### config.mk
export PLATFORM = sky130hd
export DESIGN_NAME = main_rdmux
export DESIGN_NICKNAME = d
export VERILOG_FILES = /design/src/logic/main_pkg.sv /design/src/logic/main_rdmux.sv
export SDC_FILE = /design/constraint.sdc
export NUM_CORES = 1
export LEC_CHECK = 0
export BUFFER_PORTS_ARGS = -buffer_cell sky130_fd_sc_hd__buf_2
export CAP_MARGIN = 10
export CORE_MARGIN = 10
export CORE_UTILIZATION = 37
export DETAILED_ROUTE_END_ITERATION = 6
export GPL_TIMING_DRIVEN = 0
export PLACE_DENSITY = 0.95
export SYNTH_ARGS = -nofsm -noshare
export SYNTH_HDL_FRONTEND = slang
export SYNTH_SLANG_ARGS = --single-unit
### constraint.sdc
create_clock -name vclk -period 1.5
set_input_delay 0.075 -clock vclk [all_inputs]
set_output_delay 0.075 -clock vclk [all_outputs]
set_load 0.02 [all_outputs]
### src/logic/main_pkg.sv
// Main board shared definitions
// Decoded bus regions, register write targets and board constants
// used across the main CPU board logic

`default_nettype none

package main_pkg;

    // Read/write region seen by the CPU bus
    typedef enum logic [2:0] {
        REG_NONE,
        REG_ROM,
        REG_RAM,
        REG_IN,   // Cabinet input port
        REG_CHAR  // Character RAM
    } main_region_e;

    // Write-only register targets in the C800 and D800 blocks
    typedef enum logic [2:0] {
        W_NONE,
        W_SND,    // Sound latch
        W_BANK,   // ROM bank, flip, sound reset
        W_OK,
        W_SCRH0,  // Horizontal scroll low
        W_SCRH1,  // Horizontal scroll high
        W_SCRV,
        W_GFX     // Layer enables and object bank
    } main_wreg_e;

    localparam int ROM_AW = 17;  // 32 KB fixed plus four 16 KB banks

    // V[7:5] value for the mid-frame interrupt point
    localparam logic [2:0] IRQ_LINE = 3'd3;

endpackage

`default_nettype wire

### src/logic/main_rdmux.sv
// CPU read data path
// Builds the cabinet input byte and picks the byte returned to the
// CPU from RAM, character RAM, ROM or the input port. Anything else
// reads as FF.

`timescale 1ns/1ns
`default_nettype none

module main_rdmux
    import main_pkg::*;
(
    input  logic [2:0]    addr,
    input  main_region_e  region,
    input  logic [7:0]    ram_dout,
    input  logic [7:0]    char_dout,
    input  logic [7:0]    rom_data,
    input  logic [6:0]    joystick1,
    input  logic [6:0]    joystick2,
    input  logic [1:0]    start_button,
    input  logic [1:0]    coin_input,
    input  logic          lvbl,
    input  logic [7:0]    dipsw_a,
    input  logic [7:0]    dipsw_b,
    output logic [7:0]    cpu_din
);

    logic [7:0] cabinet;

    always_comb begin
        case (addr)
            3'd0:    cabinet = {coin_input, 2'b11, ~lvbl, 1'b1, start_button};
            3'd1:    cabinet = {1'b1, joystick1};
            3'd2:    cabinet = {1'b1, joystick2};
            3'd3:    cabinet = dipsw_a;
            3'd4:    cabinet = dipsw_b;
            default: cabinet = 8'hff;
        endcase
    end

    always_comb begin
        case (region)
            REG_RAM:  cpu_din = ram_dout;
            REG_CHAR: cpu_din = char_dout;
            REG_ROM:  cpu_din = rom_data;
            REG_IN:   cpu_din = cabinet;
            default:  cpu_din = 8'hff;   // Open bus
        endcase
    end

endmodule

`default_nettype wire

-- Word level (Yosys, flattened, before mapping)
Cells that the tools add are included.
- reduce and logical (&&, ||, !) cells: 1
- eq/ne operators: 8
- multiplexer cells: 2
- bitwise operators: 1
- operator list (kind ; count):
    one-hot mux 8 bit (5 select lines) ; 1
    one-hot mux 8 bit (4 select lines) ; 1
    equality test 3 x 2 -> 1 bit, second input constant ; 4
    equality test 3 x 1 -> 1 bit, second input constant ; 2
    equality test 3 bit, second input constant ; 2
    zero test 3 bit ; 1
    inverter 1 bit ; 1
- register bits: 0
- logic and storage cells: 12
- output and inout bits: 8

-- Logic depth before layout (Yosys ltp)
- depth after elaboration: 3
- gate-level depth with buffers: 5
- mapped depth without buffers: 4

-- Worst setup path before layout
OpenSTA, ideal clock, no wires.
- path type: input -> output
- from: in addr[2]
- to: out cpu_din[7]
- stages on the path: 4
- data required time: 1.425 ns
- path buffers: 2
- setup slack: 0.340 ns
- arrival: 1.085 ns
- cells stage by stage: buf_2 buf_2 a2111oi_0 o31ai_1
- longest elaborated chain between the ends: 3
- elaborated cells between the ends (all ways): 7
- classes of those cells: eq/ne: 4; mux: 2; reduce/logical: 1
- ends and longest elaborated chain (what ; line ; source):
    start: declaration ; main_rdmux.sv:12 ; input logic [2:0] addr,
    equality test 3 bit, or another cell as far along ; main_rdmux.sv:30 ; case (addr)
    one-hot mux 8 bit (5 select lines) (*) ; main_rdmux.sv:30 ;
    one-hot mux 8 bit (4 select lines) (*) ; main_rdmux.sv:41 ; case (region)
    end: declaration ; main_rdmux.sv:24 ; output logic [7:0] cpu_din
Mark *: on every way between the ends. The rest lies on a longest branch, timed or not.

-- Worst setup path in the final report
- from: in region[1]
- to: out cpu_din[7]
- longest elaborated chain between the ends: 2
- elaborated cells between the ends (all ways): 5
- classes of those cells: eq/ne: 4; mux: 1
- ends and longest elaborated chain (what ; line ; source):
    start: declaration ; main_rdmux.sv:13 ; input main_region_e region,
    equality test 3 x 2 -> 1 bit, or another cell as far along ; main_rdmux.sv:41 ;
    one-hot mux 8 bit (4 select lines) (*) ; main_rdmux.sv:41 ;
Marked as above.

==> metrics.md <==
| Metric | Value |
|---|---|
| Yosys top cell area share | 8.602% |
| Max_cap viols | 0 |
| Logic gate share of total power | 100.0% |
| Slew of the pin with the lowest slew margin | ~0.36 ns |
| RSZ-0062 raised after global routing | no |
| Via count | roughly 960 |
| Slew Limit Fails | 0 |
| Req. time, crit path | ~1.4 ns |
| DRT iter0 DRCs | 15 |
| Worst Path Buf+Inv | 3 |
| Pre-CTS setup slack | between 0.2 and 0.25 ns |
| Net Count, Synth | about 160 |
| Largest delay share family, worst path | buffers and inverters |
| Initial Util | 39.08% |
| Die ar. | 3559 sq um |
| Mapped Avg Cell Area | 6.189 sq um |
| Grt total ovfl | 0 |
| Final #Nets | roughly 230 |
| Dpl cell area | just under 1000 sq um |
| Critical path class | input port to output pin |
| Final setup fails | 0 |
| Power Dens Cells | between 200 and 300 nW/um^2 |
| Setup crit end kind | output pin |
| Post-route minimum period | between 1 and 1.5 ns |
| Core area | around 1500 sq um |
| Storage element area | 0 sq um |
| Dpl hpwl | between 2 and 2.5 mm |
| Area growth syn-to-layout | 65.59% |
| N_diodes | 0 |
| Final antenna-violating net count | 0 |
| Final worst slack | between 0.2 and 0.25 ns |
| Tot Pwr | 0.0002714 W |
| Switching share of power | ~49% |
| IO buf count | slightly above 70 |
| Initial antenna violation count | 0 |
| CP max FO | 10 |
| Vias/cell | around 5.3 |
| Final Hold Viols | 0 |
| Netlist Area Pre-Place | 581.8 sq um |
| Area leader, netlist | nor2b_1 |
| Boundary pin count | 73 |
| Peak Freq | slightly below 0.8 GHz |
| Pint | around 0.00014 W |
| Warnings from Yosys | 0 |
| Final setup TNS | 0 ns |
| Status | complete, no violations |
| Mapped Cells | 94 |
| # DRC | 0 |
| Clock power frac | 0% |
| Post-DR wirelength/cell | 14.57 um |
| Most frequent cell on the critical path | buf_2 |
| Max transition margin | between 70% and 80% |
| Seq/Total Area, Yosys | 0% |
| RePlAce Congestion | 0.7039 |
| Total GRT Usage | roughly 15% |
| IR drop worst, VDD | about 0.00018 V |
| First-pass GRT wire length | ~4.4 mm |
| Sw Pwr | about 0.00013 W |
| Die Ht | approximately 60 um |
| Post-CTS Setup Bufs | 0 |
| Die Width | between 50 and 60 um |
| Static Leak | 0.4908 nW |
| Fin util | around 65% |
| Final wirelength | 2.651 mm |
| Share of cells above drive strength 1 | a little under half |
| Largest net degree at the start of global routing | 11 |
| TritonRoute pass-1 iters | 4 |
| Worst setup SP type | input port |
| Cell row count | 14 |
| Num sequential | 0 |
| Post-synth cell types | 29 |
| Slowest cell on crit path | o31ai_1 |
| Design area | ~960 sq um |
| Period utilization | ~86% |
| Sequential share of power | 0% |
| Crit path DAT | between 1 and 1.5 ns |
| Largest cells by area after synthesis | nor2b_1 (8.6%), o21ai_0 (7.7%), mux2i_1 (6.9%) |
| Worst hold path type | input port to output pin |
| CLK BUF | 0 |
| CP max stage delay | approximately 0.3 ns |
| CP cell instances | buf_2 -> buf_1 -> nand2_1 -> o31ai_1 -> buf_2 |
| Vias in the first global route | between 1k and 1.5k |
-- synthesized netlist by cell type (all sizes together) --
cell type / count
clkbuf: 1
o31ai: 1
o21ai: 13
a22oi: 2
nand3b: 3
nand2: 10
nor2: 3
nand2b: 6
a21o: 2
o22ai: 5
buf: 6
o211ai: 3
a2111oi: 1
or3b: 1
nor2b: 8
and2b: 1
a21oi: 6
mux2i: 4
o221ai: 4
o2111a: 2
o22a: 1
inv: 4
o32a: 1
o21a: 2
mux2: 1
nor3: 3
-- kinds of logic after synthesis --
| kind of cell | Yosys count | share of synthesized area (%) |
|---|---|---|
| AO/OA/AOI/OAI | 43 | 49.24 |
| buffers and inverters | 11 | 9.245 |
| multiplexers | 5 | 8.817 |
| AND/OR/NAND/NOR | 35 | 32.69 |
-- per-stage QoR --
step,std cells,hold slack [ns]
final,182,0.5214
after global routing,182,0.5536
after CTS,182,0.5240
after detailed placement,182,0.5239
after global placement,182,0.5183
after floorplan,94,0.3605
-- layout by cell type, fill, tap and decap left out, types with 4 or more instances in the layout --
master | netlist | final
a21oi_1 | 6 | 6
o221ai_1 | 4 | 4
buf_2 | 4 | 76
nand2_1 | 10 | 10
mux2i_1 | 4 | 4
o22ai_1 | 5 | 5
nor2b_1 | 8 | 8
o21ai_0 | 9 | 9
o21ai_1 | 4 | 4
nand2b_1 | 6 | 6
inv_1 | 4 | 4
-- per-layer routing --
| metal | wire, um | GRT usage, % |
|---|---|---|
| met4 | 0 | 0 |
| met1 | 896 | 14.17 |
| met2 | 1273 | 25.74 |
| met5 | 0 | 0 |
| met3 | 481 | 11.02 |
-- final cells by class --
cell class	instances	area (sq um)
buffer	7	40.04
fill	131	525.5
inverter	4	15.01
multi-input combinational	83	528.0
tap	16	20.02
timing repair buffer	72	360.3
-- worst paths after layout --
check | end | cells after the start | from | slack, ns
setup / recovery | cpu_din[7] | 5 | region[1] | 0.21
hold / removal | cpu_din[2] | 4 | char_dout[2] | 0.52
-- power groups by stage --
stage	clock, W	sequential [W]	combinational [W]
after floorplan	0	0	0.000146
after global placement	0	0	0.000264
after detailed placement	0	0	0.000272
after CTS	0	0	0.000273
after global routing	0	0	0.000306
final	0	0	0.000271
-- what timing repair did --
action                                  4_1_cts  5_1_grt
endpoints found under the hold margin         0        0
hold buffers                                  0        0
endpoints found under the setup margin        0        1
resized for setup                             0        2
(Power assumes the default switching activity.)
