<file path="config.mk">
export PLATFORM = sky130hd
export DESIGN_NAME = main_irq
export DESIGN_NICKNAME = d
export VERILOG_FILES = /design/src/logic/main_pkg.sv /design/src/logic/main_irq.sv
export SDC_FILE = /design/constraint.sdc
export NUM_CORES = 1
export LEC_CHECK = 0
export BUFFER_PORTS_ARGS = -buffer_cell sky130_fd_sc_hd__buf_2
export CORE_AREA = 2 2 39 41
export CTS_BUF_LIST = sky130_fd_sc_hd__clkbuf_8
export CTS_CLUSTER_SIZE = 40
export DETAILED_ROUTE_END_ITERATION = 12
export DIE_AREA = 0 0 41 43
export PLACE_DENSITY = 0.36
export SETUP_SLACK_MARGIN = 0.3
export SLEW_MARGIN = 15
export SYNTH_ARGS = -nofsm -noshare
export SYNTH_HDL_FRONTEND = slang
export SYNTH_SLANG_ARGS = --single-unit
</file>
<file path="constraint.sdc">
create_clock -name clk -period 1.1 [get_ports clk]
set_input_delay 0.22 -clock clk [delete_from_list [all_inputs] [get_ports clk]]
set_output_delay 0.22 -clock clk [all_outputs]
set_load 0.01 [all_outputs]
</file>
<file path="src/logic/main_pkg.sv">
// Main board shared definitions
// Decoded bus regions, register write targets and board constants
// used across the main CPU board logic

`default_nettype none

package main_pkg;

    // Read/write region seen by the CPU bus
    typedef enum logic [2:0] {
        REG_NONE,
        REG_ROM,
        REG_RAM,
        REG_IN,   // Cabinet input port
        REG_CHAR  // Character RAM
    } main_region_e;

    // Write-only register targets in the C800 and D800 blocks
    typedef enum logic [2:0] {
        W_NONE,
        W_SND,    // Sound latch
        W_BANK,   // ROM bank, flip, sound reset
        W_OK,
        W_SCRH0,  // Horizontal scroll low
        W_SCRH1,  // Horizontal scroll high
        W_SCRV,
        W_GFX     // Layer enables and object bank
    } main_wreg_e;

    localparam int ROM_AW = 17;  // 32 KB fixed plus four 16 KB banks

    // V[7:5] value for the mid-frame interrupt point
    localparam logic [2:0] IRQ_LINE = 3'd3;

endpackage

`default_nettype wire

</file>
<file path="src/logic/main_irq.sv">
// Vertical interrupt generator
// The request level is high during the active frame outside the
// mid-frame band of V. Its falling edge pulls int_n low, and the
// CPU interrupt acknowledge cycle releases it.

`timescale 1ns/1ns
`default_nettype none

module main_irq
    import main_pkg::*;
(
    input  logic        clk,
    input  logic        rst,
    input  logic        cen,
    input  logic [7:5]  v,
    input  logic        lvbl,
    input  logic        iorq_n,
    input  logic        m1_n,
    output logic        int_n
);

    logic int_rqb;        // Sampled request level
    logic int_rqb_last;
    logic irq_ack;
    logic rqb_fall;

    assign irq_ack  = !iorq_n && !m1_n;
    assign rqb_fall = int_rqb_last && !int_rqb;

    always_ff @(posedge clk, posedge rst) begin
        if (rst) begin
            int_rqb      <= 1'b0;
            int_rqb_last <= 1'b0;
            int_n        <= 1'b1;
        end else if (cen) begin
            int_rqb      <= lvbl && (v != IRQ_LINE);
            int_rqb_last <= int_rqb;
            if (irq_ack)
                int_n <= 1'b1;   // Acknowledge wins over a new edge
            else if (rqb_fall)
                int_n <= 1'b0;
        end
    end

endmodule

`default_nettype wire

</file>
# Word-level counts from Yosys, hierarchy flattened
# Cells that the tools add are included.
# totals
input_bits	9
reg_bits	3
# op_classes
muxes	2
eq_ne	1
reduce_logical	8
# op_table
cell	count
1-bit logical AND	3
1-bit logical NOT	3
3-bit by 2-bit inequality test with 1-bit output, second input constant	1
1-bit two-way mux	2
2-bit AND reduction	1
2-bit nonzero test	1

# Logic depth before layout (Yosys ltp)
# Gate-level depths: netlist of the first run.
# depth
ltp_word	4
mapped_depth	2

# Worst setup path before layout of the first run
# No wires, ideal clock.
# synth_path
kind	reg2reg
from	register int_rqb
to	register int_n
path_slack_ns	0.303
path_buffers	0
synth_period_minus_slack_ns	0.797
stages_incl_launch_ff	3
required_time_ns	1.021
t_arrival_ns	0.718
cell_sequence	dfrtp_1 -> nand3b_1 -> a22o_1
# synth_between
elab_chain_cells	4
# synth_lines
item	line_no	source
from (decl)	main_irq.sv:22	logic int_rqb;
from (signal assigned)	main_irq.sv:36	int_rqb <= lvbl && (v != IRQ_LINE);
1-bit logical NOT	main_irq.sv:28	assign rqb_fall = int_rqb_last && !int_rqb;
1-bit logical AND	main_irq.sv:28	
2-bit nonzero test (no line)	--	
2-bit AND reduction (no line)	--	
to (signal assigned)	main_irq.sv:34	int_n <= 1'b1;
to (signal assigned)	main_irq.sv:39	int_n <= 1'b1;
to (signal assigned)	main_irq.sv:41	int_n <= 1'b0;
to (decl)	main_irq.sv:19	output logic int_n
# No other way between the ends.
# A chain may end at the register's enable or synchronous reset.

# Final worst setup path of the first run
# layout_path
from	register int_n
to	output int_n
# No word-level cell between the ends.

==> reports/qor.yml, run 1 <==
synth_cell_types: 10
numCtsBuffers: 3
nets: 37
slew_headroom_pct: 91.42
yosys_warnings: 0
synth_area_leader_cell: "dfrtp_1"
r2r_start: "int_rqb"
root_buffer: "clkbuf_8"
wl_per_cell_um: 7.186
vias: 131
fp.dieArea_um2: 1763
syn-instance-count: 12
layout_min_cycle_time_ns: 1.056
drive_above_1_share_pct: 55.56
synth_top_area_share_pct: 37.38
via_per_inst: 3.047
period_share_pct: 95.98
critical_path_depth: 1
end_kind: "output pin"
hold_start: "cen"
synth_enable_flop_cells: 0
hold_viol: 0
track_usage_pct: 4.527
cts_tree: "built"
maxCapViolCount: 0
arrival_ns: 0.84
area.sequential_um2: 76.32
slew_violations: 0
power_uw: 519.8
fmax_mhz: 947.1
drc: 0
grt_max_degree: 6
synth_area_leaders: "dfrtp_1 (37%), dfstp_2 (20%), mux2_2 (8.4%), a22o_1 (6.5%), and3b_1 (6.5%)"
clock_skew_ns: 0.003836
ios: 10
synth_fp_nets: 21
synthFlopType: "dfrtp_1"
status: "completed"
hold_class: "in -> reg"
slowest_stage: "dfstp_2"
nFillCells: 153
drt_iter0_drc: 1
clock_latency_ns: 0.21
startpoint: "int_n"
gp_congestion: 0.4956
critical-path-max-stage-delay_ns: 0.53
antenna_found_initial: 0
finalSetupTns_ns: 0
synthToLayoutAreaGrowth_pct: 100.0
ys_ff_latch: 3
start_util_pct: 9.674
regToRegEndpoint: "int_n"
overflow: 0
clk_path_buf_depth: 2
cp.required_ns: 0.88
crit_family: "flip-flops"
rows: 14
path_cells: "buf_6"
floorplan.die.width_um: 41
avgSynthCellArea_um2: 11.16
port_buffers: 9
dp_hpwl_um: 233.8
path_max_fanout: 2
rsz0062_at_grt: "yes"
async_flop_share_pct: 100.0
ys_top_cells_by_count: "dfrtp_1 (2), inv_1 (2)"
cts_max_level: 1
wl_um: 309
multi_input_comb_area_um2: 50.05
drtPass1Iterations: 2
startpoint_type: "flip-flop"
power_density_nw_per_um2: 1941
min_to: "int_rqb"
hold_depth: 2
die_y_um: 43
tightest_slew_ns: 0.1287
crit_type: "reg -> out"
diodes: 0
rr_worst_depth: 2
reg2reg_slack_ns: 0.27
netlist_area_um2: 133.9
power.leakage_uw: 0.0001397
ant_nets: 0
fp.coreArea_um2: 1384
synth-seq-area-share_pct: 57.01
cts_sinks: 3
peakVddDrop_mv: 0.4967
grt_pass1_wl_um: 414
grt_pass1_vias: 118
clkTransAtPathRegs_ns: 0.03
crit_buf_inv: 1
setup_viol: 0
flip-flops by register name, summed over array words and instances, names as in the netlist:
signal,cells
int_rqb_last,1
int_rqb,1
int_n,1
per-layer routing:
metal / global-route usage, % / vias to the layer above / routed length [µm]
li1: - / 70 / -
met1: 3.560 / 49 / 137
met2: 4.063 / 12 / 105
met3: 6.283 / 0 / 66
met4: 6.000 / 0 / 0
met5: 0 / - / 0
through the flow:
step                std cells  utilization [%]  worst slack [ns]  hold slack [ns]  area, µm²
CTS                        42            18.81           0.03362           0.2576      260.3
global placement           37            14.38            0.2591          0.08400      198.9
detailed placement         37            14.38            0.2514          0.08915      198.9
floorplan                  12                -            0.3028         -0.02708      133.9
global route               43            19.35           0.02686           0.2662      267.8
finish                     43            19.35           0.04419           0.2612      267.8
power breakdown:
part,internal (µW),switching [µW]
registers,135,10.1
clock network,237,66.0
logic,48.5,23.4
total,420,99.5
kinds of logic after synthesis:
logic type / share of synthesized area, %
AO/OA/AOI/OAI: 11.22
AND/OR/NAND/NOR: 17.75
multiplexers: 8.411
flip-flops: 57.01
buffers and inverters: 5.610
how the worst max path moves through the flow:
stage          slack, ns     to
5_1_grt             0.03  int_n
4_1_cts             0.03  int_n
3_5_place_dp        0.25  int_n
3_3_place_gp        0.26  int_n
6_report            0.04  int_n
2_1_floorplan       0.30  int_n
repair_timing:
action	4_1_cts	5_1_grt
hold buffers	1	0
pin swaps	0	0
buffers inserted	0	1
endpoints found under the setup margin	2	2
hold endpoints to repair	2	0
gates resized for setup	1	0
layout by cell type, fill, tap and decap left out:
| cell | n |
|---|---|
| buf_2 | 8 |
| inv_1 | 3 |
| clkbuf_8 | 3 |
| dfrtp_1 | 2 |
| mux2_2 | 1 |
| and3b_1 | 1 |
| nand2_1 | 1 |
| o22ai_1 | 1 |
| nand3b_1 | 1 |
| nor2_1 | 1 |
| a22o_1 | 1 |
| dlygate4sd3_1 | 1 |
| dfstp_2 | 1 |
| buf_6 | 1 |
| buf_4 | 1 |
cell type report:
cell class	count	area share [%]
inverter	2	2.804
clock inverter	1	1.402
tap	16	7.477
clock buffer	3	15.42
sequential	3	28.50
multi-input combinational	7	18.69
timing repair buffer	11	25.70
Note: power is estimated with default switching activity, not from simulation.
==> run 2: changes to the inputs <==
- ABC_AREA: default -> 1
- PLACE_DENSITY: 0.36 -> default
==> run 2 against run 1 <==
  * Fmax grew 0.46%
  * Largest cell class unchanged
  * Clock-buffer cell count is the same
  * Utilization grew 0.63 points
  * Design area grew 3.3%
==> reports/qor.yml, run 2 <==
grt_max_degree: 5  # -1
synth_xor_area_share_pct: 0  # unchanged
synth_area_leaders: "dfrtp_1 (33%), nand2_1 (20%), dfstp_2 (18%), inv_1 (13%), nand3_1 (6.7%)"
power_uw: 516.7  # -0.60%
reg2reg_slack_ns: 0.42  # +0.15 ns
start_util_pct: 10.85  # +1.2 points
placed_area_um2: 215.2  # +8.2%
ys_ff_latch: 3  # unchanged
synthMuxAreaShare_pct: 0  # -8.4 points
synth_compound_area_share_pct: 3.333  # -7.9 points
ant_nets: 0  # unchanged
syn-instance-count: 21  # +9
synth_area_leader_cell: "dfrtp_1"
path_cells: "buf_6"
nets: 45  # +22%
rsz0062_at_grt: "yes"
fmax_mhz: 951.5  # +0.46%
synthToLayoutAreaGrowth_pct: 84.17
die_y_um: 43  # unchanged
numCtsBuffers: 3  # unchanged
avgSynthCellArea_um2: 7.150  # -36%
vias: 161  # +23%
synth_enable_flop_cells: 0  # unchanged
path_max_fanout: 2  # unchanged
fp.coreArea_um2: 1384  # unchanged
hold_viol: 0  # unchanged
status: "completed"
clkTransAtPathRegs_ns: 0.03  # about the same
drt_iter0_drc: 1  # unchanged
wl_per_cell_um: 6.333  # -12%
crit_family: "flip-flops"
slew_violations: 0  # unchanged
largestRegisters: "int_n (1), int_rqb (1), int_rqb_last (1)"
crit_end: "int_n"
power_density_nw_per_um2: 1868  # -3.7%
r2r_start: "int_n"
floorplan.die.width_um: 41  # unchanged
yosys_warnings: 0  # unchanged
diodes: 0  # unchanged
synth_simple_gate_area_share_pct: 30.83  # +13 points
drc: 0  # unchanged
final_cell_mix: "nand2_1 (8), buf_2 (8), inv_1 (6)"
port_buffers: 9  # unchanged
arrival_ns: 0.83  # about the same
dp_hpwl_um: 259.5  # +11%
cts_sinks: 3  # unchanged
startpoint_type: "flip-flop"
wl_um: 323  # +4.5%
fp.dieArea_um2: 1763  # unchanged
synth_most_common_cell: "nand2_1"
cts_max_level: 1  # unchanged
ys_top_cells_by_count: "nand2_1 (8), inv_1 (5), dfrtp_1 (2), nand3_1 (2)"
synth_top_area_share_pct: 33.33  # -4.0 points
startpoint: "int_n"
ios: 10  # unchanged
clock_latency_ns: 0.21  # about the same
grt_pass1_vias: 175  # +48%
p_switching_uw: 108.1  # +8.6%
netlist_area_um2: 150.1  # +12%
drtPass1Iterations: 2  # unchanged
finalInstanceArea_um2: 276.5  # +3.3%
intPower_uw: 408.6  # -2.8%
layout_min_cycle_time_ns: 1.051  # -0.004814 ns
rr_worst_depth: 2  # unchanged
setup_viol: 0  # unchanged
grt_pass1_wl_um: 627  # +51%
power.leakage_uw: 0.0001624  # +16%
peakVddDrop_mv: 0.5021  # +1.1%
period_share_pct: 95.54  # -0.44 points
crit_buf_inv: 1  # unchanged
tightest_slew_ns: 0.1454  # +0.01671 ns
swShare_pct: 20.92  # +1.8 points
finalSetupTns_ns: 0  # unchanged
hold_ws_ns: 0.2128  # -0.04846 ns
synth_top_family_by_area: "simple AND/OR/NAND/NOR gates"
cp.required_ns: 0.88  # about the same
nFillCells: 152  # -0.65%
hold_class: "in -> reg"
drive_above_1_share_pct: 42.86  # -13 points
critical_path_depth: 1  # unchanged
critical-path-max-stage-delay_ns: 0.52  # about the same
track_usage_pct: 6.137  # +1.6 points
clkPwrFrac_pct: 59.4  # +1.1 points
place_ws_ns: 0.2557  # +0.004338 ns
slowest_stage: "dfstp_2"
setup_slack_ns: 0.04901  # +0.004814 ns
root_buffer: "clkbuf_8"
combPwrFrac_pct: 13.1  # -0.7 points
async_flop_share_pct: 100.0  # unchanged
yosys.area_share.adder_pct: 0  # unchanged
synth_cell_types: 8  # -2
end_kind: "output pin"
clock_skew_ns: 0.001529  # -0.002308 ns
cts_tree: "built"
crit_type: "reg -> out"
rows: 14  # unchanged
regToRegEndpoint: "int_n"
synthFlopType: "dfrtp_1"
clk_path_buf_depth: 2  # unchanged
gp_congestion: 0.5705  # +15%
maxCapViolCount: 0  # unchanged
synth_fp_nets: 30  # +43%
slew_headroom_pct: 90.20  # -1.2 points
overflow: 0  # unchanged
pwr-share-seq_pct: 27.5  # -0.4 points
antenna_found_initial: 0  # unchanged
synth-seq-area-share_pct: 50.83  # -6.2 points
via_per_inst: 3.157  # +3.6%
run 2: changes by cell type after synthesis, sizes merged:
cell,delta
inv,+4
nand3b,-1
o22ai,-1
nand3,+2
a22o,-1
nand2,+7
mux2,-1
and3b,-1
o21ai,+1
run 2: area by class of cell:
| type | instances | area (µm²) | area share, % |
|---|---|---|---|
| clock buffer | 3 | 41.29 | 14.93 |
| clock inverter | 1 | 3.754 | 1.357 |
| inverter | 6 | 22.52 | 8.145 |
| multi-input combinational | 12 | 51.30 | 18.55 |
| sequential | 3 | 76.32 | 27.60 |
| tap | 16 | 20.02 | 7.240 |
| timing repair buffer | 10 | 61.31 | 22.17 |
run 2: worst min-delay path by stage:
stage | from | to | slack (ns) | cells past startpoint
after global routing | iorq_n | int_n | 0.23 | 4
after detailed placement | rst | int_rqb_last | 0.09 | 2
final | iorq_n | int_n | 0.21 | 4
after global placement | rst | int_rqb_last | 0.08 | 2
after CTS | iorq_n | int_n | 0.21 | 4
after floorplan | rst | int_rqb | -0.03 | 1
run 2: logic make-up after synthesis:
group / after synthesis
AOI/OAI and AO/OA: 1
buffers and inverters: 6
DFF: 3
and+or+nand+nor: 11
run 2: per-stage QoR:
stage	instances	util [%]
2_1_floorplan	21	-
3_3_place_gp	46	15.55
3_5_place_dp	46	15.55
4_1_cts	51	19.98
5_1_grt	51	19.98
6_report	51	19.98
run 2: per-layer routing:
| metal | wire (µm) | vias up | GRT usage, % | part of all wire, % |
|---|---|---|---|---|
| met5 | 0 | - | 0 | 0 |
| met4 | 0 | 0 | 8.000 | 0 |
| met3 | 25 | 0 | 4.712 | 7.7 |
| met2 | 174 | 3 | 8.438 | 54 |
| met1 | 123 | 70 | 4.207 | 38 |
| li1 | - | 88 | - | - |
run 2: timing repair:
action                     CTS  global route
setup buffers                0             0
setup endpoints to repair    1             1
hold buffers                 1             0
hold endpoints to repair     2             0
gates resized for setup      1             0
run 2: power by group through the flow:
stage               clock network, µW  logic, µW  registers [µW]
global placement                    0       55.0             140
detailed placement                  0       57.4             141
finish                            307       67.7             142
floorplan                           0       24.0             146
global route                      324       78.8             143
CTS                               313       69.8             142
