File: src/logic/main_pkg.sv
// Main board shared definitions
// Decoded bus regions, register write targets and board constants
// used across the main CPU board logic

`default_nettype none

package main_pkg;

    // Read/write region seen by the CPU bus
    typedef enum logic [2:0] {
        REG_NONE,
        REG_ROM,
        REG_RAM,
        REG_IN,   // Cabinet input port
        REG_CHAR  // Character RAM
    } main_region_e;

    // Write-only register targets in the C800 and D800 blocks
    typedef enum logic [2:0] {
        W_NONE,
        W_SND,    // Sound latch
        W_BANK,   // ROM bank, flip, sound reset
        W_OK,
        W_SCRH0,  // Horizontal scroll low
        W_SCRH1,  // Horizontal scroll high
        W_SCRV,
        W_GFX     // Layer enables and object bank
    } main_wreg_e;

    localparam int ROM_AW = 17;  // 32 KB fixed plus four 16 KB banks

    // V[7:5] value for the mid-frame interrupt point
    localparam logic [2:0] IRQ_LINE = 3'd3;

endpackage

`default_nettype wire

File: src/logic/main_decode.sv
// Main CPU memory map decoder
// Turns the CPU address and bus strobes into a read/write region,
// a write register target and the chip selects that leave the board.
// Refresh and idle cycles decode to nothing.

`timescale 1ns/1ns
`default_nettype none

module main_decode
    import main_pkg::*;
(
    input  logic [15:0]   addr,
    input  logic          mreq_n,
    input  logic          rfsh_n,
    input  logic          wr_n,
    output main_region_e  region,
    output main_wreg_e    wreg,
    output logic          rom_cs,
    output logic          char_cs,
    output logic [1:0]    scrposh_cs
);

    logic bus_valid;
    logic reg_wr;   // Register write slot, A[3] low

    assign bus_valid = rfsh_n && !mreq_n;
    assign reg_wr    = !wr_n && !addr[3];

    always_comb begin
        region = REG_NONE;
        wreg   = W_NONE;
        if (bus_valid) begin
            casez (addr[15:13])
                3'b0??, 3'b10?: region = REG_ROM;  // 48 KB
                3'b110: begin
                    case (addr[12:11])
                        2'b00: region = REG_IN;    // C000
                        2'b01: if (reg_wr) begin   // C800
                            case (addr[2:0])
                                3'b000:  wreg = W_SND;
                                3'b100:  wreg = W_BANK;
                                3'b110:  wreg = W_OK;
                                default: wreg = W_NONE;
                            endcase
                        end
                        2'b10: region = REG_CHAR;  // D000
                        default: if (reg_wr) begin // D800
                            case (addr[2:0])
                                3'b000:  wreg = W_SCRH0;
                                3'b001:  wreg = W_SCRH1;
                                3'b010:  wreg = W_SCRV;
                                3'b110:  wreg = W_GFX;
                                default: wreg = W_NONE;
                            endcase
                        end
                    endcase
                end
                default: region = REG_RAM;         // E000-FFFF
            endcase
        end
    end

    assign rom_cs     = (region == REG_ROM);
    assign char_cs    = (region == REG_CHAR);
    // Scroll position strobes go straight to the scroll layer
    assign scrposh_cs = {wreg == W_SCRH1, wreg == W_SCRH0};

endmodule

`default_nettype wire

File: config.mk
export PLATFORM = sky130hd
export DESIGN_NAME = main_decode
export DESIGN_NICKNAME = d
export VERILOG_FILES = /design/src/logic/main_pkg.sv /design/src/logic/main_decode.sv
export SDC_FILE = /design/constraint.sdc
export NUM_CORES = 1
export LEC_CHECK = 0
export ABC_AREA = 1
export BUFFER_PORTS_ARGS = -buffer_cell sky130_fd_sc_hd__buf_2
export CAP_MARGIN = 5
export CORE_AREA = 2 2 39 41
export DETAILED_ROUTE_END_ITERATION = 8
export DIE_AREA = 0 0 41 43
export GPL_TIMING_DRIVEN = 0
export PLACE_DENSITY = 0.57
export SYNTH_ARGS = -nofsm -noshare
export SYNTH_HDL_FRONTEND = slang
export SYNTH_SLANG_ARGS = --single-unit
File: constraint.sdc
create_clock -name vclk -period 1.45
set_input_delay 0.145 -clock vclk [all_inputs]
set_output_delay 0.145 -clock vclk [all_outputs]
set_load 0.1 [all_outputs]
* Yosys cells after proc, flatten, opt, wreduce, memory -nomap -nowiden
Cells that the tools add are included.
Storage, ports and cells: output and inout bits 10, logic and storage cells 32, flip-flop bits (word level) 0
Operators by class: muxes and demuxes 10, reductions and logical operators 9, equal/unequal tests 12, bitwise gates (word level) 1
Operators with widths (number):
- 3-bit == test (second input constant) | 6
- 3-bit case mux with 2 select lines | 3
- 3-bit two-way mux | 4
- 3-bit case mux with 4 select lines | 1
- 3-bit by 1-bit == test with 1-bit output (second input constant) | 2
- 2-bit case mux with 3 select lines | 1
- 2-bit == test (second input constant) | 2
- 2-bit OR reduction | 2
- 3-bit by 2-bit == test with 1-bit output (second input constant) | 1
- 1-bit logical NOT | 3
- 3-bit logical NOT | 1
- 2-bit by 1-bit == test with 1-bit output (second input constant) | 1
- 1-bit logical AND | 2
- 2-bit logical NOT | 1
- 2-bit two-way mux | 1
- 1-bit inverter | 1

* Depth between registers and ports, before layout
Gate-level depths: netlist (run 1).
depth in word-level cells 7, gate-level depth with buffers 7

* Worst setup path before layout (run 1)
OpenSTA, ideal clock, no wires.
path type input -> output, start point input port rfsh_n, end point output port char_cs, stages on the path 4, path buffers 0, required time 1.305 ns, path slack -1.890 ns, data arrival time 3.195 ns, cell sequence inv_1 > nor2_2 > nand2_2 > nor4_1
Between the ends: longest elaborated chain between the ends 3
RTL lines:
- start, declared | RTL line main_decode.sv:14 | input logic rfsh_n,
- 1-bit logical AND | RTL line main_decode.sv:26 | assign bus_valid = rfsh_n && !mreq_n;
- 3-bit two-way mux | RTL line main_decode.sv:32 | if (bus_valid) begin
- 3-bit == test | RTL line main_decode.sv:64 | assign char_cs = (region == REG_CHAR);
- end, declared | RTL line main_decode.sv:19 | output logic char_cs,
No other way between the ends.

* Final worst setup path (run 1)
start point input port rfsh_n, end point output port wreg[1]
Between the ends: longest elaborated chain between the ends 2
RTL lines:
- 1-bit logical AND | RTL line main_decode.sv:26
- 3-bit two-way mux | RTL line main_decode.sv:32
- end, declared | RTL line main_decode.sv:17 | output main_wreg_e wreg,
No other way between the ends.

==> parameters.txt, run 1 <==
Parameter                              Value

Routing
  Final routed wirelength across all metal layers ... 607 um
  DR pass1 iterations ... 2
  Count of unresolved DRC violations after routing ... 0
  WL/cell ... 6.98 um
  Detailed Route Iter0 Violations ... 6
  Antenna Nets Post-Route ... 0
  Via count of the routed design ... approximately 350
  Via-per-instance ratio ... 3.98

STA
  Unrepaired setup endpoints after global routing ... no
  Hold Slack ... 0.770 ns
  Clock period minus worst slack ... roughly 1.4 ns
  Number of pins exceeding their max-slew limit in the final report ... 0
  Fin crit share ... a little over nine tenths
  Transition time at the pin with the least slew margin ... 0.488 ns
  Remaining max-slew budget at the tightest pin ... between 60% and 70%
  Highest attainable clock frequency ... approximately 730 MHz
  Final setup violation count ... 0
  Final hold viol count ... 0

Die
  Site row count ... 14
  Starting utilization of the core area ... between 10% and 20%
  Die Width ... roughly 41 um
  Die height ... between 40 and 50 um
  Core Box Area ... between 1000 and 1500 um2
  Overall die area ... about 1800 um2
  Number of I/O pins ... 29

GRT
  Met3 routing resource usage after global routing ... 0%
  Number of global-route vias before repair ... 300
  Aggregate global-route resource usage ... 7.89%
  Wire length of the first global-routing pass ... 1070 um
  Met1 track utilization from global routing ... a little over a tenth
  Maximum number of pins on one net before global-route repair ... 7
  Global Route met2 Usage ... between 10% and 20%
  GRT Residual Overflow ... 0
  Initial antenna violation count ... 0
  Layer with the highest usage after global routing ... met2

Place
  Routability congestion estimate ... ~0.74
  Post-DP Area ... between 400 and 500 um2
  Number of port buffers ... 22
  HPWL reported at the end of detailed placement ... a little under 600 um
  Total instance count after detailed placement ... between 80 and 90

Power
  Switching fraction of total power ... 72.2%
  Sum of internal, switching and leakage power ... between 100 and 150 uW
  Internal power contribution ... 30.5 uW
  Part of the power in registers ... 0%
  Static leakage power ... between 0.2 and 0.25 nW
  Worst-case vdd ir drop ... ~0.000098 V
  Switching power ... a little under 80 uW
  Part of the power in combinational logic ... 100.0%
  Power share of the clock group ... 0%
  PD cells ... 229 nW/um2

Critical path
  Worst-path fanout max ... 4
  Slowest library cell on the worst path ... buf_2
  Number of buffer and inverter stages on the critical path ... 4
  Timing startpoint of the critical path ... rfsh_n
  Crit Path Class ... primary input to output port
  Cells along the critical path ... buf_2, inv_8, nor2_4, nand2_4, nor2_4, inv_2, nor2_4, buf_2
  Most repeated library cell on the critical path ... nor2_4
  Crit path DAT ... ~1.2 ns
  Crit path largest cell delay ... 0.42 ns
  Kind of cell adding the most delay to the critical path ... buffers and inverters
  Required time of the critical path ... around 1.3 ns
  Worst Setup Start Kind ... primary input
  Worst setup EP type ... output port

Cells and area
  Number of fillers in the final layout ... between 150 and 200
  Share of layout cells above drive strength 1 ... about two thirds
  Area growth syn-to-layout ... 99.0%
  # diodes ... 0
  Multi-input logic area ... roughly 280 um2
  Count of non-filler cells in the finished layout ... slightly below 90
  Combined flip-flop and latch cell area ... 0 um2
  Cell area after layout ... between 400 and 500 um2
  Fraction of the core area covered by cells at the end of the flow ... approximately 35%
  Number of clock buffer instances in the layout ... 0
  Fin nets ... 92
  Layout sequential cell count ... 0

Synth
  Number of standard cells after synthesis ... between 40 and 50
  Number of nets in the synthesized netlist ... 68
  Synthesized area divided by synthesized cell count ... around 4.9 um2
  Count of warnings emitted by yosys ... 0
  Count of different cell masters after synthesis ... 11
  Part of the Yosys area used for sequential elements ... 0%
  Post-synthesis cell area ... ~240 um2

Hold path
  Hold worst-path end ... region[2]
  Worst Hold Depth ... 3
  Min-delay worst type ... primary input to output port
  Startpoint of the tightest hold check path ... addr[13]

Clock tree
  Post-CTS repair timing setup buffer count ... 0

Run
  Max-cap violation count ... 0

Status
  Status ... finished clean
## stage by stage
| stage | worst slack, ns | TNS (ns) |
|---|---|---|
| after floorplan | -0.115 | -0.234 |
| after global placement | -0.150 | -0.299 |
| after detailed placement | -0.164 | -0.339 |
| after CTS | 0.0187 | 0 |
| after global routing | 0.000270 | 0 |
| final | 0.0809 | 0 |
## routing by layer
layer  routed length (um)  vias to the layer above
li1                     -                      192
met1                  268                      146
met2                  309                        8
met3                   29                        0
met4                    0                        0
met5                    0                        -
## logic make-up after synthesis
| family | after synthesis | synth area share (%) |
|---|---|---|
| buf+inv | 12 | 18.8 |
| compound gates | 2 | 4.17 |
| simple gates | 35 | 77.1 |
## synth_stat cells
master | count | area share, %
nor2_1 | 10 | 16
nand2_1 | 9 | 14
inv_1 | 7 | 11
inv_2 | 5 | 7.8
nand2_2 | 4 | 10
nand3_1 | 3 | 6.2
nor2_2 | 3 | 7.8
a21oi_1 | 2 | 4.2
nand3_2 | 2 | 8.3
nor2_4 | 2 | 9.4
nor4_1 | 2 | 5.2
## tightest hold or removal path, delay by kind of cell
kind / cells / cell delay, ns
and+or+nand+nor: 1 / 0.04
buffers and inverters: 2 / 0.43
## cell type report
| type | instances | share of cell area, % |
|---|---|---|
| multi-input combinational | 37 | 58.1 |
| timing repair buffer | 22 | 26.7 |
| inverter | 12 | 11.0 |
| tap | 16 | 4.19 |
## worst max path at each step
stage	end	slack (ns)	cells past startpoint
6_report	wreg[1]	0.08	8
5_1_grt	wreg[1]	0.0003	8
4_1_cts	scrposh_cs[0]	0.02	8
3_5_place_dp	scrposh_cs[0]	-0.16	8
3_3_place_gp	scrposh_cs[0]	-0.15	8
2_1_floorplan	region[2]	-0.12	4
## power by group through the flow
stage | registers [mW] | logic (mW) | clock network [mW]
floorplan | 0 | 0.0755 | 0
global placement | 0 | 0.109 | 0
detailed placement | 0 | 0.110 | 0
CTS | 0 | 0.110 | 0
global route | 0 | 0.120 | 0
finish | 0 | 0.110 | 0
## cell usage in the layout, fill, tap and decap left out
master / n
nor2_2: 4
nand2_4: 1
nand3_2: 2
nand2_1: 9
inv_1: 6
inv_2: 5
nand3_1: 3
nor2_4: 6
inv_8: 1
buf_4: 1
a21oi_2: 1
nor2_1: 5
clkbuf_4: 1
buf_6: 2
buf_2: 18
a21oi_4: 1
nor4_4: 2
nand2_2: 3
## repair_timing
item                                    CTS  global route
gates resized for setup                   5             2
pin swaps                                 0             0
endpoints found under the setup margin    3             3
hold buffers                              0             0
(Power assumes the default switching activity.)
==> run 2: changes to the inputs <==
- ABC_CLOCK_PERIOD_IN_PS: not set -> 1450
- RECOVER_POWER: not set -> 100
==> parameters.txt, run 2 (synthesis gave the netlist of run 1 again) <==
Parameter                              Value

Place
  Number of port buffers ... 22
  HPWL reported at the end of detailed placement ... 579 um
  Routability congestion estimate ... between 0.7 and 0.8

STA
  Final hold viol count ... 0
  Remaining max-slew budget at the tightest pin ... between 60 and 70%
  Highest attainable clock frequency ... approximately 730 MHz
  Setup tns final ... 0 ns
  Number of pins exceeding their max-slew limit in the final report ... 0
  Unrepaired setup endpoints after global routing ... no
  Transition time at the pin with the least slew margin ... approximately 0.54 ns
  Fin crit share ... between 90% and 100%
  Final setup violation count ... 0
  Clock period minus worst slack ... 1.37 ns

Cells and area
  Multi-input logic area ... 263 um2
  Most frequent standard cell in the layout excluding fill and tap cells ... buf_2
  Area growth syn-to-layout ... 92.7%
  Number of fillers in the final layout ... between 150 and 200
  Fin nets ... 92
  # diodes ... 0
  Combined flip-flop and latch cell area ... 0 um2
  Share of layout cells above drive strength 1 ... between 60% and 70%
  Layout sequential cell count ... 0
  Fraction of the core area covered by cells at the end of the flow ... between 30% and 40%
  Number of clock buffer instances in the layout ... 0
  Commonest cells after routing, fill and taps aside ... 13 x buf_2, 9 x nand2_1, 7 x nor2_1

Power
  Static leakage power ... ~0.24 nW
  Worst-case vdd ir drop ... 0.0000976 V
  PD cells ... between 200 and 250 nW/um2
  Sum of internal, switching and leakage power ... 108 uW

Routing
  Via-per-instance ratio ... roughly 4.0
  WL/cell ... approximately 7.0 um
  Via count of the routed design ... ~350
  Final routed wirelength across all metal layers ... ~600 um
  DR pass1 iterations ... 2
  Detailed Route Iter0 Violations ... 6
  Antenna Nets Post-Route ... 0
  Count of unresolved DRC violations after routing ... 0

GRT
  GRT Residual Overflow ... 0
  Initial antenna violation count ... 0
  Wire length of the first global-routing pass ... approximately 1100 um
  Maximum number of pins on one net before global-route repair ... 7
  Number of global-route vias before repair ... 300
  Aggregate global-route resource usage ... 7.89%

Critical path
  Worst Setup Start Kind ... primary input
  Crit path DAT ... roughly 1.2 ns
  Worst-path fanout max ... 4
  Worst setup EP type ... output port
  Timing startpoint of the critical path ... rfsh_n
  Crit Path Class ... primary input to output port
  Required time of the critical path ... around 1.3 ns

Clock tree
  Number of buffers inserted for hold repair after clock tree synthesis ... 0
  Cts repair resizes ... 5
  Post-CTS repair timing setup buffer count ... 0

Die
  Overall die area ... ~1800 um2
  Site row count ... 14
  Starting utilization of the core area ... roughly 17%
  Die Width ... between 40 and 50 um
  Core Box Area ... approximately 1400 um2
  Die height ... 43 um
  Number of I/O pins ... 29

Run
  Max-cap violation count ... 0

Hold path
  Min-delay worst type ... primary input to output port
  Startpoint of the tightest hold check path ... wr_n

Status
  Status ... finished clean
==> run 2: worst paths after layout <==
kind | endpoint | slack, ns | cells after the start
min | scrposh_cs[1] | 0.84 | 7
max | wreg[1] | 0.08 | 8
==> run 2: final cells by class <==
class | instances | area share, %
timing repair buffer | 22 | 27.6
multi-input combinational | 37 | 56.8
inverter | 12 | 11.4
tap | 16 | 4.32
==> run 2: critical path: stages <==
cell and delay, ns:
buf_2 0.13, inv_8 0.03, nor2_4 0.12, nand2_4 0.10
nor2_4 0.14, inv_2 0.08, nor2_4 0.06, buf_2 0.42
==> run 2: where the power goes <==
part           switching [mW]  internal [mW]  leakage (nW)
clock                       0              0             0
combinational          0.0779         0.0302         0.235
sequential                  0              0             0
total                  0.0779         0.0302         0.235
==> run 2: routing by layer <==
layer | track usage (%) | share of wire (%) | up-vias
li1 | - | - | 192
met1 | 10.8 | 45 | 146
met2 | 14.1 | 51 | 8
met3 | 0 | 4.7 | 0
met4 | 0 | 0 | 0
met5 | 0 | 0 | -
==> run 2: stage by stage <==
stage                     instance area, um2  hold slack [ns]  instances  worst slack (ns)
final                                    463            0.841         87            0.0809
after global routing                     463            0.870         87          0.000270
after CTS                                473            0.772         87            0.0187
after detailed placement                 458            0.771         87            -0.164
after global placement                   458            0.770         87            -0.150
after floorplan                          328            0.388         49            -0.115
==> run 3: changes to the inputs <==
- ABC_AREA: 1 -> not set
- PLACE_DENSITY: 0.57 -> 0.52
==> parameters.txt, run 3 <==
Parameter                              Value

Status
  Status ... finished clean

STA
  Number of pins exceeding their max-slew limit in the final report ... 0
  Highest attainable clock frequency ... roughly 720 MHz
  Hold Slack ... roughly 0.74 ns
  Remaining max-slew budget at the tightest pin ... between 60 and 70%
  Final setup violation count ... 0
  Fin crit share ... between 90% and 100%
  Transition time at the pin with the least slew margin ... ~0.54 ns
  Unrepaired setup endpoints after global routing ... no
  Final setup slack of the worst path ... about 0.06 ns
  Clock period minus worst slack ... around 1.4 ns
  Final hold viol count ... 0

Power
  Part of the power in registers ... 0%
  Sum of internal, switching and leakage power ... 92.1 uW
  PD cells ... roughly 250 nW/um2
  Switching power ... slightly above 60 uW
  Static leakage power ... slightly below 0.2 nW
  Part of the power in combinational logic ... 100.0%
  Internal power contribution ... between 30 and 40 uW
  Power share of the clock group ... 0%
  Switching fraction of total power ... 67.4%
  Worst-case vdd ir drop ... roughly 0.000074 V

Critical path
  Crit Path Class ... primary input to output port
  Worst-path fanout max ... 5
  Required time of the critical path ... 1.31 ns
  Crit path DAT ... about 1.2 ns
  Worst setup EP type ... output port
  Worst Setup Start Kind ... primary input

Routing
  DR pass1 iterations ... 2
  WL/cell ... 8.73 um
  Detailed Route Iter0 Violations ... 2
  Count of unresolved DRC violations after routing ... 0
  Final routed wirelength across all metal layers ... 559 um
  Antenna Nets Post-Route ... 0
  Via-per-instance ratio ... about 4.2
  Via count of the routed design ... roughly 270

GRT
  Aggregate global-route resource usage ... 5.81%
  GRT Residual Overflow ... 0
  Initial antenna violation count ... 0
  Maximum number of pins on one net before global-route repair ... 10
  Wire length of the first global-routing pass ... 793 um
  Number of global-route vias before repair ... between 200 and 250

Place
  Worst-case setup slack after placement ... -0.0718 ns
  HPWL reported at the end of detailed placement ... 491 um
  Routability congestion estimate ... between 0.5 and 0.6
  Number of port buffers ... 21

Cells and area
  Most frequent standard cell in the layout excluding fill and tap cells ... buf_2
  Multi-input logic area ... around 230 um2
  Fin nets ... between 60 and 70
  Combined flip-flop and latch cell area ... 0 um2
  # diodes ... 0
  Area growth syn-to-layout ... 126%
  Number of clock buffer instances in the layout ... 0
  Number of fillers in the final layout ... about 160
  Share of layout cells above drive strength 1 ... a little under three quarters
  Commonest cells after routing, fill and taps aside ... 11 x buf_2, 4 x nor2_1, 4 x clkbuf_2, 4 x clkbuf_4, 3 x buf_4
  Layout sequential cell count ... 0

Synth
  Count of warnings emitted by yosys ... 0
  Cell taking the most area after synthesis ... nor2_1
  Share of Yosys cell area claimed by the top area cell type ... 13.5%
  Synthesized area divided by synthesized cell count ... about 6 um2
  Number of standard cells after synthesis ... 27
  Number of nets in the synthesized netlist ... 46
  Main area contributors after synthesis ... nor2_1 14%, and3_2 9.0%, buf_6 6.8%
  Count of different cell masters after synthesis ... 18
  Part of the Yosys area used for sequential elements ... 0%
  Top cell types by occurrence after synthesis ... 6 x nor2_1, 2 x a21oi_1, 2 x and3_2, 2 x nand2_1, 2 x nor3_1
  Leading cell type by number of instances after synthesis ... nor2_1
  Post-synthesis cell area ... ~170 um2

Clock tree
  Number of buffers inserted for hold repair after clock tree synthesis ... 0
  Post-CTS repair timing setup buffer count ... 0
  Cts repair resizes ... 4

Die
  Die height ... 43 um
  Overall die area ... approximately 1800 um2
  Number of I/O pins ... 29
  Site row count ... 14
  Starting utilization of the core area ... 12.0%
  Core Box Area ... between 1000 and 1500 um2
  Die Width ... a little over 40 um

Hold path
  Min-delay worst type ... primary input to output port

Run
  Max-cap violation count ... 0
-- run 3: changes by cell type after synthesis, sizes merged, moves of 2 or more --
cell   before  now
nor3        0    2
nor4        2    0
and3        0    2
nand2      13    2
inv        12    0
nor2       15    6
nand3       5    1
-- run 3: final timing paths --
| path | slack, ns | from | cells after the start | endpoint |
|---|---|---|---|---|
| setup / recovery | 0.06 | mreq_n | 5 | wreg[1] |
| hold / removal | 0.74 | addr[0] | 3 | scrposh_cs[0] |
-- run 3: cell families (layout without fill, tap and decap cells) --
| family | after synthesis | after routing | share of synthesized area (%) |
|---|---|---|---|
| buffers and inverters | 1 | 22 | 6.77 |
| multiplexers | 1 | 1 | 6.02 |
| AND/OR/NAND/NOR | 19 | 19 | 64.7 |
| AO/OA/AOI/OAI | 6 | 6 | 22.6 |
-- run 3: worst max-delay path: stages --
cell and delay, ns:
buf_2 0.10, and4b_2 0.33, nand3b_4 0.16, nor3_4 0.20
buf_4 0.30
-- run 3: power groups by stage --
stage	clock network, mW	registers [mW]	logic, mW
CTS	0	0	0.0933
global placement	0	0	0.0922
finish	0	0	0.0921
floorplan	0	0	0.0620
detailed placement	0	0	0.0931
global route	0	0	0.0991
-- run 3: layout make-up --
type / instances / area share [%]
Tap cell: 16 / 5.33
Multi-Input combinational cell: 26 / 60.7
Buffer: 1 / 2.00
Timing Repair Buffer: 21 / 32.0
-- run 3: metal layers --
metal / wire length, um / global-route usage [%] / vias up
met4: 0 / 0 / 0
met5: 0 / 0 / -
li1: - / - / 141
met1: 220 / 6.07 / 111
met2: 273 / 11.9 / 15
met3: 65 / 0.524 / 0
-- run 3: stage by stage --
stage                     cell area (um2)  utilization [%]  TNS (ns)  cells
after floorplan                       239                -    -0.498     27
after global placement                364             26.3    -0.126     64
after detailed placement              364             26.3    -0.142     64
after CTS                             374             27.0         0     64
after global routing                  375             27.1         0     64
final                                 375             27.1         0     64
